`config.mk`:
```
export PLATFORM = sky130hd
export DESIGN_NAME = crt_timing
export DESIGN_NICKNAME = d
export VERILOG_FILES = /design/src/hw/video_pkg.sv /design/src/hw/crt_timing.sv
export SDC_FILE = /design/constraint.sdc
export NUM_CORES = 1
export LEC_CHECK = 0
export BUFFER_PORTS_ARGS = -buffer_cell sky130_fd_sc_hd__clkbuf_2
export CORE_MARGIN = 1.5
export CORE_UTILIZATION = 48
export DETAILED_ROUTE_END_ITERATION = 10
export PLACE_DENSITY = 0.91
export SYNTH_ARGS = -nofsm -noshare
export SYNTH_HDL_FRONTEND = slang
export SYNTH_SLANG_ARGS = --single-unit
```
`constraint.sdc`:
```
create_clock -name pxl_clk -period 3 [get_ports pxl_clk]
set_input_delay 0.3 -clock pxl_clk [delete_from_list [all_inputs] [get_ports pxl_clk]]
set_output_delay 0.3 -clock pxl_clk [all_outputs]
set_load 0.02 [all_outputs]
```
`src/hw/video_pkg.sv`:
```
package video_pkg;

   // Widths that carry a meaning
   typedef logic [4:0]  reg_addr_t;
   typedef logic [31:0] reg_data_t;
   typedef logic [15:0] crt_count_t;
   typedef logic [11:0] fb_dim_t;
   typedef logic [23:0] rgb_t;
   typedef logic [8:0]  lb_addr_t;
   typedef logic [63:0] lb_word_t;
   typedef logic [7:0]  lb_be_t;
   typedef logic [7:0]  pxl_freq_t;

   typedef enum logic [1:0] {
      DEPTH_32 = 2'd0,
      DEPTH_16 = 2'd1,
      DEPTH_8  = 2'd2,
      DEPTH_4  = 2'd3
   } color_depth_t;

   // Register map, one word per register
   localparam reg_addr_t REG_DEPTH      = 5'd2;
   localparam reg_addr_t REG_ENABLE     = 5'd3;
   localparam reg_addr_t REG_POLARITY   = 5'd4;
   localparam reg_addr_t REG_PXLFREQ    = 5'd5;
   localparam reg_addr_t REG_FB_WIDTH   = 5'd6;
   localparam reg_addr_t REG_FB_HEIGHT  = 5'd7;
   localparam reg_addr_t REG_BG_COLOR   = 5'd9;
   localparam reg_addr_t REG_H_TOTAL    = 5'd16;
   localparam reg_addr_t REG_H_END_DISP = 5'd17;
   localparam reg_addr_t REG_H_SRT_SYNC = 5'd18;
   localparam reg_addr_t REG_H_END_SYNC = 5'd19;
   localparam reg_addr_t REG_V_TOTAL    = 5'd20;
   localparam reg_addr_t REG_V_END_DISP = 5'd21;
   localparam reg_addr_t REG_V_SRT_SYNC = 5'd22;
   localparam reg_addr_t REG_V_END_SYNC = 5'd23;

   // Clock-enable modulus, pixel rate is pxl_freq/125 per clock
   localparam logic [8:0] PXL_RATE_FULL = 9'd125;

   localparam int LB_WORDS = 512;

   typedef struct packed {
      crt_count_t h_total;
      crt_count_t h_end_disp;
      crt_count_t h_srt_sync;
      crt_count_t h_end_sync;
      crt_count_t v_total;
      crt_count_t v_end_disp;
      crt_count_t v_srt_sync;
      crt_count_t v_end_sync;
      logic       hsync_pol;
      logic       vsync_pol;
   } crt_cfg_t;

   typedef struct packed {
      color_depth_t depth;
      fb_dim_t      fb_width;
      fb_dim_t      fb_height;
      rgb_t         bg_color;
   } fb_cfg_t;

   typedef struct packed {
      logic line_start;
      logic line_odd;
      logic in_fb_rows;
      logic fb_active;
      logic disp_active;
   } line_pos_t;

   // Reset set is standard 640x480 with negative syncs
   localparam pxl_freq_t PXLFREQ_RST = 8'd25;
   localparam logic      ENABLE_RST  = 1'b0;

   localparam crt_cfg_t CRT_CFG_RST = '{
      h_total:    16'd800,
      h_end_disp: 16'd640,
      h_srt_sync: 16'd656,
      h_end_sync: 16'd752,
      v_total:    16'd525,
      v_end_disp: 16'd480,
      v_srt_sync: 16'd490,
      v_end_sync: 16'd492,
      hsync_pol:  1'b1,
      vsync_pol:  1'b1
   };

   localparam fb_cfg_t FB_CFG_RST = '{
      depth:     DEPTH_32,
      fb_width:  12'd640,
      fb_height: 12'd480,
      bg_color:  24'hFFFFFF
   };

endpackage

```
`src/hw/crt_timing.sv`:
```
`timescale 1ns/1ps

module crt_timing (
   input  logic                 pxl_clk,
   input  logic                 rst,
   input  logic                 pxl_ce,
   input  logic                 enable,
   input  video_pkg::crt_cfg_t  crt_cfg,
   input  video_pkg::fb_cfg_t   fb_cfg,
   output video_pkg::line_pos_t line_pos,
   output logic                 hsync_s2,
   output logic                 vsync_s2
);

   video_pkg::crt_count_t h_cnt;
   video_pkg::crt_count_t v_cnt;
   logic                  h_in_sync;
   logic                  v_in_sync;
   video_pkg::line_pos_t  pos_nxt;

   // Stage 1, counters parked at 0 while the display is off
   always_ff @(posedge pxl_clk or posedge rst) begin
      if (rst) begin
         h_cnt <= '0;
         v_cnt <= '0;
      end else if (!enable) begin
         h_cnt <= '0;
         v_cnt <= '0;
      end else if (pxl_ce) begin
         if (h_cnt == crt_cfg.h_total - 16'd1) begin
            h_cnt <= '0;
            if (v_cnt == crt_cfg.v_total - 16'd1)
               v_cnt <= '0;
            else
               v_cnt <= v_cnt + 16'd1;
         end else begin
            h_cnt <= h_cnt + 16'd1;
         end
      end
   end

   assign h_in_sync = (h_cnt >= crt_cfg.h_srt_sync) && (h_cnt < crt_cfg.h_end_sync);
   assign v_in_sync = (v_cnt >= crt_cfg.v_srt_sync) && (v_cnt < crt_cfg.v_end_sync);

   always_comb begin
      pos_nxt.in_fb_rows  = v_cnt < video_pkg::crt_count_t'(fb_cfg.fb_height);
      pos_nxt.fb_active   = pos_nxt.in_fb_rows &&
                            (h_cnt < video_pkg::crt_count_t'(fb_cfg.fb_width));
      pos_nxt.line_start  = pos_nxt.in_fb_rows && (h_cnt == '0);
      pos_nxt.line_odd    = v_cnt[0];
      pos_nxt.disp_active = (h_cnt < crt_cfg.h_end_disp) && (v_cnt < crt_cfg.v_end_disp);
   end

   // Stage 2, syncs driven to the inactive level outside the pulse
   always_ff @(posedge pxl_clk or posedge rst) begin
      if (rst) begin
         line_pos <= '0;
         hsync_s2 <= 1'b0;
         vsync_s2 <= 1'b0;
      end else if (!enable) begin
         line_pos <= '0;
         hsync_s2 <= 1'b0;
         vsync_s2 <= 1'b0;
      end else if (pxl_ce) begin
         line_pos <= pos_nxt;
         hsync_s2 <= h_in_sync ? !crt_cfg.hsync_pol : crt_cfg.hsync_pol;
         vsync_s2 <= v_in_sync ? !crt_cfg.vsync_pol : crt_cfg.vsync_pol;
      end
   end

endmodule

```
==> results of run 1 <==
[cells in the final DEF (no fill, tap or decap), types with 22 or more instances in the layout]
cell	netlist	layout
buf_4	1	48
nand4_1	34	34
xor2_1	24	24
xnor2_1	22	22
nand2_1	38	38
a21o_1	39	39
o21ai_0	24	23
a21oi_1	33	33
dfrtp_1	39	39
clkbuf_2	1	164
inv_1	126	126
ha_1	119	119
nor2_1	51	51
[worst max path at each step]
stage / startpoint / end / slack (ns) / depth (start not counted)
final: v_cnt[10] / v_cnt[8] / 0.21 / 9
after global routing: crt_cfg[116] / v_cnt[6] / 0.12 / 11
after CTS: crt_cfg[50] / v_cnt[8] / 0.21 / 10
after detailed placement: crt_cfg[50] / v_cnt[4] / -0.06 / 10
after global placement: crt_cfg[50] / v_cnt[6] / -0.02 / 10
after floorplan: crt_cfg[50] / v_cnt[12] / 0.04 / 10
[sequential cells by signal, indices dropped and copies added (netlist names)]
| signal | flops |
|---|---|
| h_cnt | 16 |
| v_cnt | 16 |
| line_pos | 5 |
| hsync_s2 | 1 |
| vsync_s2 | 1 |
[area by class of cell]
class	instances	area, sq um
Tap cell	168	210
Clock inverter	1	7.51
Timing Repair Buffer	213	1200
Inverter	126	473
Fill cell	1102	4610
Sequential cell	39	976
Clock buffer	7	153
Multi-Input combinational cell	587	4490
[worst max-delay path, delay by kind of cell, from the launching register on]
kind | cells | cell delay [ns]
buf+inv | 1 | 0.19
flops | 1 | 0.42
xor+xnor | 1 | 0.23
simple gates | 2 | 0.63
compound gates | 5 | 1.21
[metal layers]
metal  wire [microns]  share of wire  vias up  GRT usage
met5                0              0        -          0
met4              516          0.030        0     0.0971
met3              910          0.053       37     0.0264
met2             8490           0.49      223      0.483
met1             7280           0.42     2936      0.318
li1                 -              -     3174          -
[cells by family after synthesis]
logic type                 count (synthesis)  share of synthesized area
AOI/OAI and AO/OA                        179                      0.204
xor gates and xnor gates                  46                     0.0670
adders and majority gates                119                      0.248
buffers and inverters                    142                     0.0921
DFF                                       39                      0.162
muxes                                      7                     0.0119
and+or+nand+nor                          236                      0.215
[metrics by stage]
| stage | worst slack (ns) | instance area, sq um | std cells | hold slack (ns) |
|---|---|---|---|---|
| 2_1_floorplan | 0.0365 | 6020 | 768 | 0.505 |
| 6_report | 0.207 | 7510 | 1141 | 0.174 |
| 5_1_grt | 0.122 | 7510 | 1141 | 0.251 |
| 4_1_cts | 0.215 | 7510 | 1141 | 0.201 |
| 3_3_place_gp | -0.0176 | 7350 | 1133 | 0.461 |
| 3_5_place_dp | -0.0621 | 7350 | 1133 | 0.469 |
[power breakdown]
part	internal, mW	switching (mW)
Combinational	0.214	0.239
Sequential	0.536	0.00818
Clock	0.353	0.197
==> summary.md, run 1 <==
| Metric | Value |
|---|---|
| Status | `completed` |
| Cts repair resizes | `0` |
| Post-route antenna net violation count | `0` |
| Reg2reg setup slack | `0.21 ns` |
| Kind of critical path | `flip-flop to flip-flop` |
| GRT Overall Usage | `0.263` |
| Area delta synth->final | `24.8%` |
| GP Congestion | `0.903` |
| Vias in the first global route | `6,078` |
| Reg2reg end | `v_cnt[8]` |
| Post-synth EDFFs | `0` |
| Delay of the slowest critical-path stage | `0.53 ns` |
| # IOs | `191` |
| Post-CTS Setup Bufs | `0` |
| Synth Register Bits | `39` |
| Highest clock rate | `358 MHz` |
| RSZ-0062 raised after global routing | `false` |
| Slew HR | `0.430` |
| Core ar. | `12,100 sq um` |
| Via count | `6,370` |
| Layout Nets | `1,275` |
| Most common cell in the netlist | `inv_1` |
| Slowest cell on the critical path | `or4b_1` |
| # rows | `40` |
| Avg WL per Cell | `15.1 microns` |
| Max-Cap Viols | `0` |
| Share of layout cells above drive strength 1 | `0.237` |
| Synthesized net count | `1,071` |
| Num CTS Buffers | `5` |
| Synth top cells by count | `126 x inv_1, 119 x ha_1, 51 x nor2_1` |
| First-pass GRT wire length | `27.9 mm` |
| Max Clock Skew | `0.00464 ns` |
| CTS tree | `done` |
| CTS Root Cell | `clkbuf_16` |
| Sequential area share after synthesis | `0.162` |
| Avg Synthesized Cell Area | `7.83 sq um` |
| Top_reg_cell synth | `dfrtp_1` |
| Critical Path AT | `2.95 ns` |
| Power density over the cells | `206 nW/um^2` |
| Htree depth | `2` |
| Util after Layout | `0.620` |
| Worst VDD drop | `0.200 mV` |
| Worst skew pair latency | `0.28 ns` |
| Initial antenna violation count | `0` |
| FF-to-FF path depth | `9` |
| CP max FO | `14` |
| Yosys top cell area share | `0.248` |
| Die Span Y | `115 microns` |
| Cts hold-fix bufs | `0` |
| Min-delay worst type | `primary input to async pin` |
| Crit path launch type | `flip-flop` |
| Final WL | `17.2 mm` |
| Max clock buf depth | `2` |
| DR pass1 iterations | `5` |
| Clock Sinks | `39` |
| Die ar. | `13,200 sq um` |
| Slew @ Worst Pin | `0.854 ns` |
| Synthesized area | `6020 sq um` |
| Top cell type by total area after synthesis | `ha_1` |
| Final hold violation count | `0` |
| Gr ovfl total | `0` |
| Post-route total power | `1.55 mW` |
| Static leakage | `4.49 nW` |
| Endpoints failing setup | `0` |
| CP endpoint kind | `flip-flop` |
| Synth unique cells | `66` |
| CP Cell Sequence | `xor2_1, or4b_1, a311o_1, nand3_2, o21ai_2, o41ai_4, buf_12, o21ai_1, a22o_1` |
| Ys async rst share | `1.00` |
| Post-DP HPWL | `14.1 mm` |
| Minimum clock period | `2.79 ns` |
| Initial DRC Count | `379` |
| Synth area leaders | `ha_1 25%, dfrtp_1 16%, inv_1 7.9%, a21o_1 4.9%, nand4_1 3.5%` |
| Effective utilization at floorplan | `0.497` |
| Port buffer count | `164` |
| Mapped Cells | `768` |
| DRC Markers | `0` |
| Die Wd | `115 microns` |
| Largest net degree at the start of global routing | `24` |
| Synth warnings | `0` |
| Via density | `5.58` |
| Reg2reg start | `v_cnt[10]` |
| Fin crit share | `0.931` |
| Final slew viol count | `0` |
| Ant. Diodes | `0` |
| Clk pin slew, worst setup/hold paths | `0.06 ns` |
| Total negative setup slack | `0 ns` |
| CP Data Required Time | `3.16 ns` |
No activity file was read; power rests on OpenSTA's default activity.
==> run 2: changes to the inputs <==
--- a/config.mk
+++ b/config.mk
@@ -6,9 +6,10 @@
 export NUM_CORES = 1
 export LEC_CHECK = 0
+export ABC_CLOCK_PERIOD_IN_PS = 3000
 export BUFFER_PORTS_ARGS = -buffer_cell sky130_fd_sc_hd__clkbuf_2
 export CORE_MARGIN = 1.5
 export CORE_UTILIZATION = 48
 export DETAILED_ROUTE_END_ITERATION = 10
-export PLACE_DENSITY = 0.91
+export PLACE_DENSITY = 0.9
 export SYNTH_ARGS = -nofsm -noshare
 export SYNTH_HDL_FRONTEND = slang
==> constraint.sdc (replaced) <==
create_clock -name pxl_clk -period 3 [get_ports pxl_clk]
set_input_delay 0 -clock pxl_clk [delete_from_list [all_inputs] [get_ports pxl_clk]]
set_output_delay 0 -clock pxl_clk [all_outputs]
set_load 0.02 [all_outputs]
==> run 2 against run 1 <==
Net effect:
- largest power group is now sequential cells
- utilization shrank 1.2 points
- worst setup slack gained 0.051 ns
- sequential share of layout area grew 0.26 points
- power down 3.9%
- critical path type unchanged
- first-iteration DRC count increased by 23%
- routed wire length down 3.1%
- critical path depth unchanged
- design area down 1.9%
- final cell count is 1.3% lower
- combinational power fell by 3%
==> summary.md, run 2 (synthesized netlist as in run 1, its figures left out) <==
| Metric | Value |
|---|---|
| Commonest non-fill, non-tap cells in the layout | `164 x clkbuf_2, 126 x inv_1, 119 x ha_1` |
| Final WS setup | `0.259 ns` |
| Die Span Y | `115 microns` |
| Most common cell after layout, fill and taps aside | `clkbuf_2` |
| Cts repair resizes | `0` |
| Total negative setup slack | `0 ns` |
| CTS tree | `done` |
| Via count | `6,264` |
| Psw | `0.441 mW` |
| CP endpoint kind | `flip-flop` |
| Max-Cap Viols | `0` |
| Static leakage | `4.40 nW` |
| Avg WL per Cell | `14.8 microns` |
| Area delta synth->final | `22.4%` |
| Post-CTS Setup Bufs | `0` |
| Critical Path AT | `2.91 ns` |
| Initial antenna violation count | `0` |
| Fillers | `1,094` |
| Status | `completed` |
| DRC Markers | `0` |
| Highest clock rate | `365 MHz` |
| Final slew viol count | `0` |
| Htree depth | `2` |
| Endpoints failing setup | `0` |
| Setup WS pre-CTS | `0.206 ns` |
| Post-route total power | `1.49 mW` |
| Crit path launch type | `flip-flop` |
| CP Data Required Time | `3.17 ns` |
| # rows | `40` |
| CTS Root Cell | `clkbuf_16` |
| Top flop regs | `h_cnt: 16 flops, v_cnt: 16 flops, line_pos: 5 flops` |
| Largest net degree at the start of global routing | `40` |
| Fin crit share | `0.914` |
| Min-delay worst type | `primary input to flip-flop` |
| Layout Nets | `1,260` |
| Share of layout cells above drive strength 1 | `0.222` |
| Minimum clock period | `2.74 ns` |
| Internal power | `1.05 mW` |
| Clock Sinks | `39` |
| Port buffer count | `164` |
| Power density over the cells | `202 nW/um^2` |
| Worst VDD drop | `0.174 mV` |
| Flop pwr share | `0.366` |
| Gr ovfl total | `0` |
| Via density | `5.56` |
| Max Clock Skew | `0.00623 ns` |
| Post-DP HPWL | `13.6 mm` |
| Ant. Diodes | `0` |
| GP Congestion | `0.928` |
| Post-route antenna net violation count | `0` |
| Sw Share | `0.296` |
| Die ar. | `13,200 sq um` |
| Initial DRC Count | `467` |
| Num CTS Buffers | `5` |
| GRT Overall Usage | `0.257` |
| DR pass1 iterations | `5` |
| Final hold violation count | `0` |
| Cts hold-fix bufs | `1` |
| Effective utilization at floorplan | `0.497` |
| RSZ-0062 raised after global routing | `false` |
| Slew @ Worst Pin | `0.767 ns` |
| Power share of the combinational group | `0.296` |
| Vias in the first global route | `6,118` |
| Final WL | `16.7 mm` |
| Slew HR | `0.485` |
| Kind of critical path | `flip-flop to flip-flop` |
| Core ar. | `12,100 sq um` |
| # IOs | `191` |
| CP max FO | `14` |
| Die Wd | `115 microns` |
| Worst skew pair latency | `0.28 ns` |
| Max clock buf depth | `2` |
| Clk pin slew, worst setup/hold paths | `0.06 ns` |
| Clock share of power | `0.338` |
| First-pass GRT wire length | `27.5 mm` |
## run 2: cell count changes in the layout (fill, tap and decap cells not counted), sizes merged
cell,change
clkinvlp,-1
dlygate4sd3,+1
clkinv,+1
buf,-16
## run 2: through the flow
step | utilization | std cells | area, sq um | hold WS, ns
finish | 0.608 | 1126 | 7360 | 0.0481
global route | 0.608 | 1126 | 7360 | 0.0638
CTS | 0.608 | 1126 | 7360 | 0.0459
detailed placement | 0.596 | 1117 | 7210 | 0.132
global placement | 0.596 | 1117 | 7210 | 0.125
floorplan | - | 768 | 6020 | 0.205
## run 2: worst paths after layout
path / start / end / slack [ns] / cells past startpoint
max: v_cnt[10] / v_cnt[6] / 0.26 / 9
min: crt_cfg[1] / hsync_s2 / 0.05 / 4
max reg2reg: v_cnt[10] / v_cnt[6] / 0.26 / 9
min reg2reg: line_pos[0] / line_pos[0] / 0.49 / 2
max in group asynchronous: rst / h_cnt[13] / 2.28 / 4
min in group asynchronous: rst / v_cnt[4] / 0.38 / 4
## run 2: critical path, cell delays in order, from the launching register on
cell and delay, ns:
dfrtp_1 0.40, xor2_1 0.23, or4b_1 0.53, a311o_1 0.38, nand3_2 0.09, o21ai_2 0.07
o41ai_4 0.34, buf_4 0.25, o21ai_0 0.11, a22o_1 0.23
## run 2: power by group through the flow
| stage | clock network (mW) | logic [mW] | registers [mW] |
|---|---|---|---|
| floorplan | 0 | 0.229 | 0.562 |
| global placement | 0 | 0.423 | 0.552 |
| detailed placement | 0 | 0.437 | 0.552 |
| CTS | 0.510 | 0.441 | 0.543 |
| global route | 0.536 | 0.499 | 0.543 |
| finish | 0.503 | 0.440 | 0.543 |
## run 2: area by class of cell
class,instances,area [sq um],share of cell area
Multi-Input combinational cell,587,4490,0.609
Clock buffer,7,133,0.0180
Sequential cell,39,976,0.133
Timing Repair Buffer,198,1080,0.147
Clock inverter,1,5.00,0.000680
Inverter,126,473,0.0643
Tap cell,168,210,0.0286
## run 2: routing by layer
layer | part of all wire | global-route usage
met1 | 0.41 | 0.306
met4 | 0.032 | 0.105
met3 | 0.063 | 0.0258
met2 | 0.49 | 0.471
met5 | 0 | 0
==> run 3: changes to the inputs <==
Settings changed: CORE_ASPECT_RATIO from default to 1.1.
==> run 3 against run 2 <==
Net effect:
- hold slack worse by 0.0015 ns
- flip-flop and latch count unchanged
- design area hardly changed
- final cell count down 1.4%
- largest power group is now the clock network
- highest routed layer unchanged
==> summary.md, run 3 (synthesized netlist as in run 1, its figures left out) <==
| Metric | Value |
|---|---|
| Effective utilization at floorplan | `0.496` |
| Post-route total power | `1.57 mW` |
| Max clock buf depth | `2` |
| Die ar. | `13,200 sq um` |
| Num CTS Buffers | `5` |
| Initial antenna violation count | `0` |
| Clock Sinks | `39` |
| Htree depth | `2` |
| # IOs | `191` |
| Top flop regs | `h_cnt: 16 flops, v_cnt: 16 flops, line_pos: 5 flops` |
| Min-delay worst type | `primary input to flip-flop` |
| Area delta synth->final | `22.4%` |
| Most common cell after layout, fill and taps aside | `clkbuf_2` |
| Top Usage Layer GRT | `met2` |
| Static leakage | `4.40 nW` |
| Reg2reg start | `h_cnt[0]` |
| Worst skew pair latency | `0.28 ns` |
| Largest net degree at the start of global routing | `40` |
| Met3 GRT Util | `0.0162` |
| Max Clock Skew | `0.00404 ns` |
| DR pass1 iterations | `5` |
| Power density over the cells | `214 nW/um^2` |
| GP Congestion | `0.928` |
| Kind of critical path | `flip-flop to flip-flop` |
| Dpl cell area | `7180 sq um` |
| Worst VDD drop | `0.210 mV` |
| CTS tree | `done` |
| Final hold violation count | `0` |
| Critical Path AT | `2.85 ns` |
| Worst hold slack | `0.0466 ns` |
| Minimum clock period | `2.69 ns` |
| Avg WL per Cell | `15.1 microns` |
| Die Span Y | `120 microns` |
| Port buffer count | `164` |
| Ant. Diodes | `0` |
| Design area | `7360 sq um` |
| FF/Latch Area | `976 sq um` |
| Vias in the first global route | `5,950` |
| CP startpoint | `h_cnt[0]` |
| Via density | `5.67` |
| Util after Layout | `0.606` |
| Die Wd | `110 microns` |
| Status | `completed` |
| Initial DRC Count | `337` |
| Endpoints failing setup | `0` |
| Highest clock rate | `372 MHz` |
| Crit path launch type | `flip-flop` |
| Hold_sp | `crt_cfg[1]` |
| Max-Cap Viols | `0` |
| Via count | `6,290` |
| CP endpoint kind | `flip-flop` |
| Global-route track usage on met2 | `0.486` |
| Share of layout cells above drive strength 1 | `0.223` |
| Commonest non-fill, non-tap cells in the layout | `164 x clkbuf_2, 126 x inv_1, 119 x ha_1` |
| DRC Markers | `0` |
| Total negative setup slack | `0 ns` |
| GRT Overall Usage | `0.257` |
| Clk pin slew, worst setup/hold paths | `0.06 ns` |
| Slew HR | `0.517` |
| Fin crit share | `0.896` |
| CP Data Required Time | `3.17 ns` |
| # rows | `42` |
| Final slew viol count | `0` |
| Gr ovfl total | `0` |
| Footprint of the multi-input gates | `4490 sq um` |
| Final WL | `16.7 mm` |
| Post-DP HPWL | `13.6 mm` |
| Layout Nets | `1,259` |
| Grt met1 use | `0.305` |
| CTS Root Cell | `clkbuf_16` |
| First-pass GRT wire length | `26.9 mm` |
| Fillers | `1,076` |
| Post-route antenna net violation count | `0` |
| Core ar. | `12,100 sq um` |
| Slew @ Worst Pin | `0.720 ns` |
| CP max FO | `15` |
| RSZ-0062 raised after global routing | `false` |
## run 3: cell types whose count changed in the layout (fill, tap and decap cells not counted)
cell        change
clkbuf_1        -2
clkinvlp_4      +1
a2111oi_1       +1
a2111oi_0       -1
clkinv_2        -1
bufinv_16       +1
buf_4           -1
## run 3: area by class of cell
type / instances / area share
tap: 154 / 0.0262
clock buffer: 5 / 0.0170
multi-input combinational: 587 / 0.609
timing repair buffer: 197 / 0.145
sequential: 39 / 0.133
inverter: 126 / 0.0642
clock inverter: 2 / 0.00510
## run 3: worst max-delay path, stage by stage (launching register included)
cell      delay [ns]
dfrtp_1         0.49
xnor2_1         0.18
or4b_1          0.51
nor4bb_1        0.33
nand4_1         0.25
o21ai_1         0.25
buf_4           0.23
o21ai_0         0.11
a22o_1          0.23
## run 3: repair_timing
item / in CTS / in global routing
setup buffers: 0 / 1
resized for setup: 0 / 1
setup endpoints to repair: 0 / 3
endpoints found under the hold margin: 39 / 0
hold buffers: 1 / 0
## run 3: worst paths after layout
check | cells past startpoint | end | slack, ns
max in group asynchronous | 4 | line_pos[1] | 2.24
min reg2reg | 1 | line_pos[2] | 0.48
min | 4 | hsync_s2 | 0.05
max | 8 | v_cnt[4] | 0.31
max reg2reg | 8 | v_cnt[4] | 0.31
min in group asynchronous | 4 | v_cnt[4] | 0.41
## run 3: where the power goes
group,total (mW),switching (mW),internal [mW]
Sequential,0.544,0.00865,0.536
Combinational,0.441,0.238,0.203
Clock,0.587,0.200,0.387
## run 3: per-layer routing
layer	up-vias	wire, microns
li1	3118	-
met1	2914	6940
met2	232	8570
met3	26	852
met4	0	359
met5	-	0
## run 3: per-stage QoR
step / worst slack [ns] / std cells
final: 0.312 / 1110
after global routing: 0.0266 / 1110
after CTS: 0.305 / 1109
after detailed placement: 0.168 / 1101
after global placement: 0.223 / 1101
after floorplan: 0.199 / 768
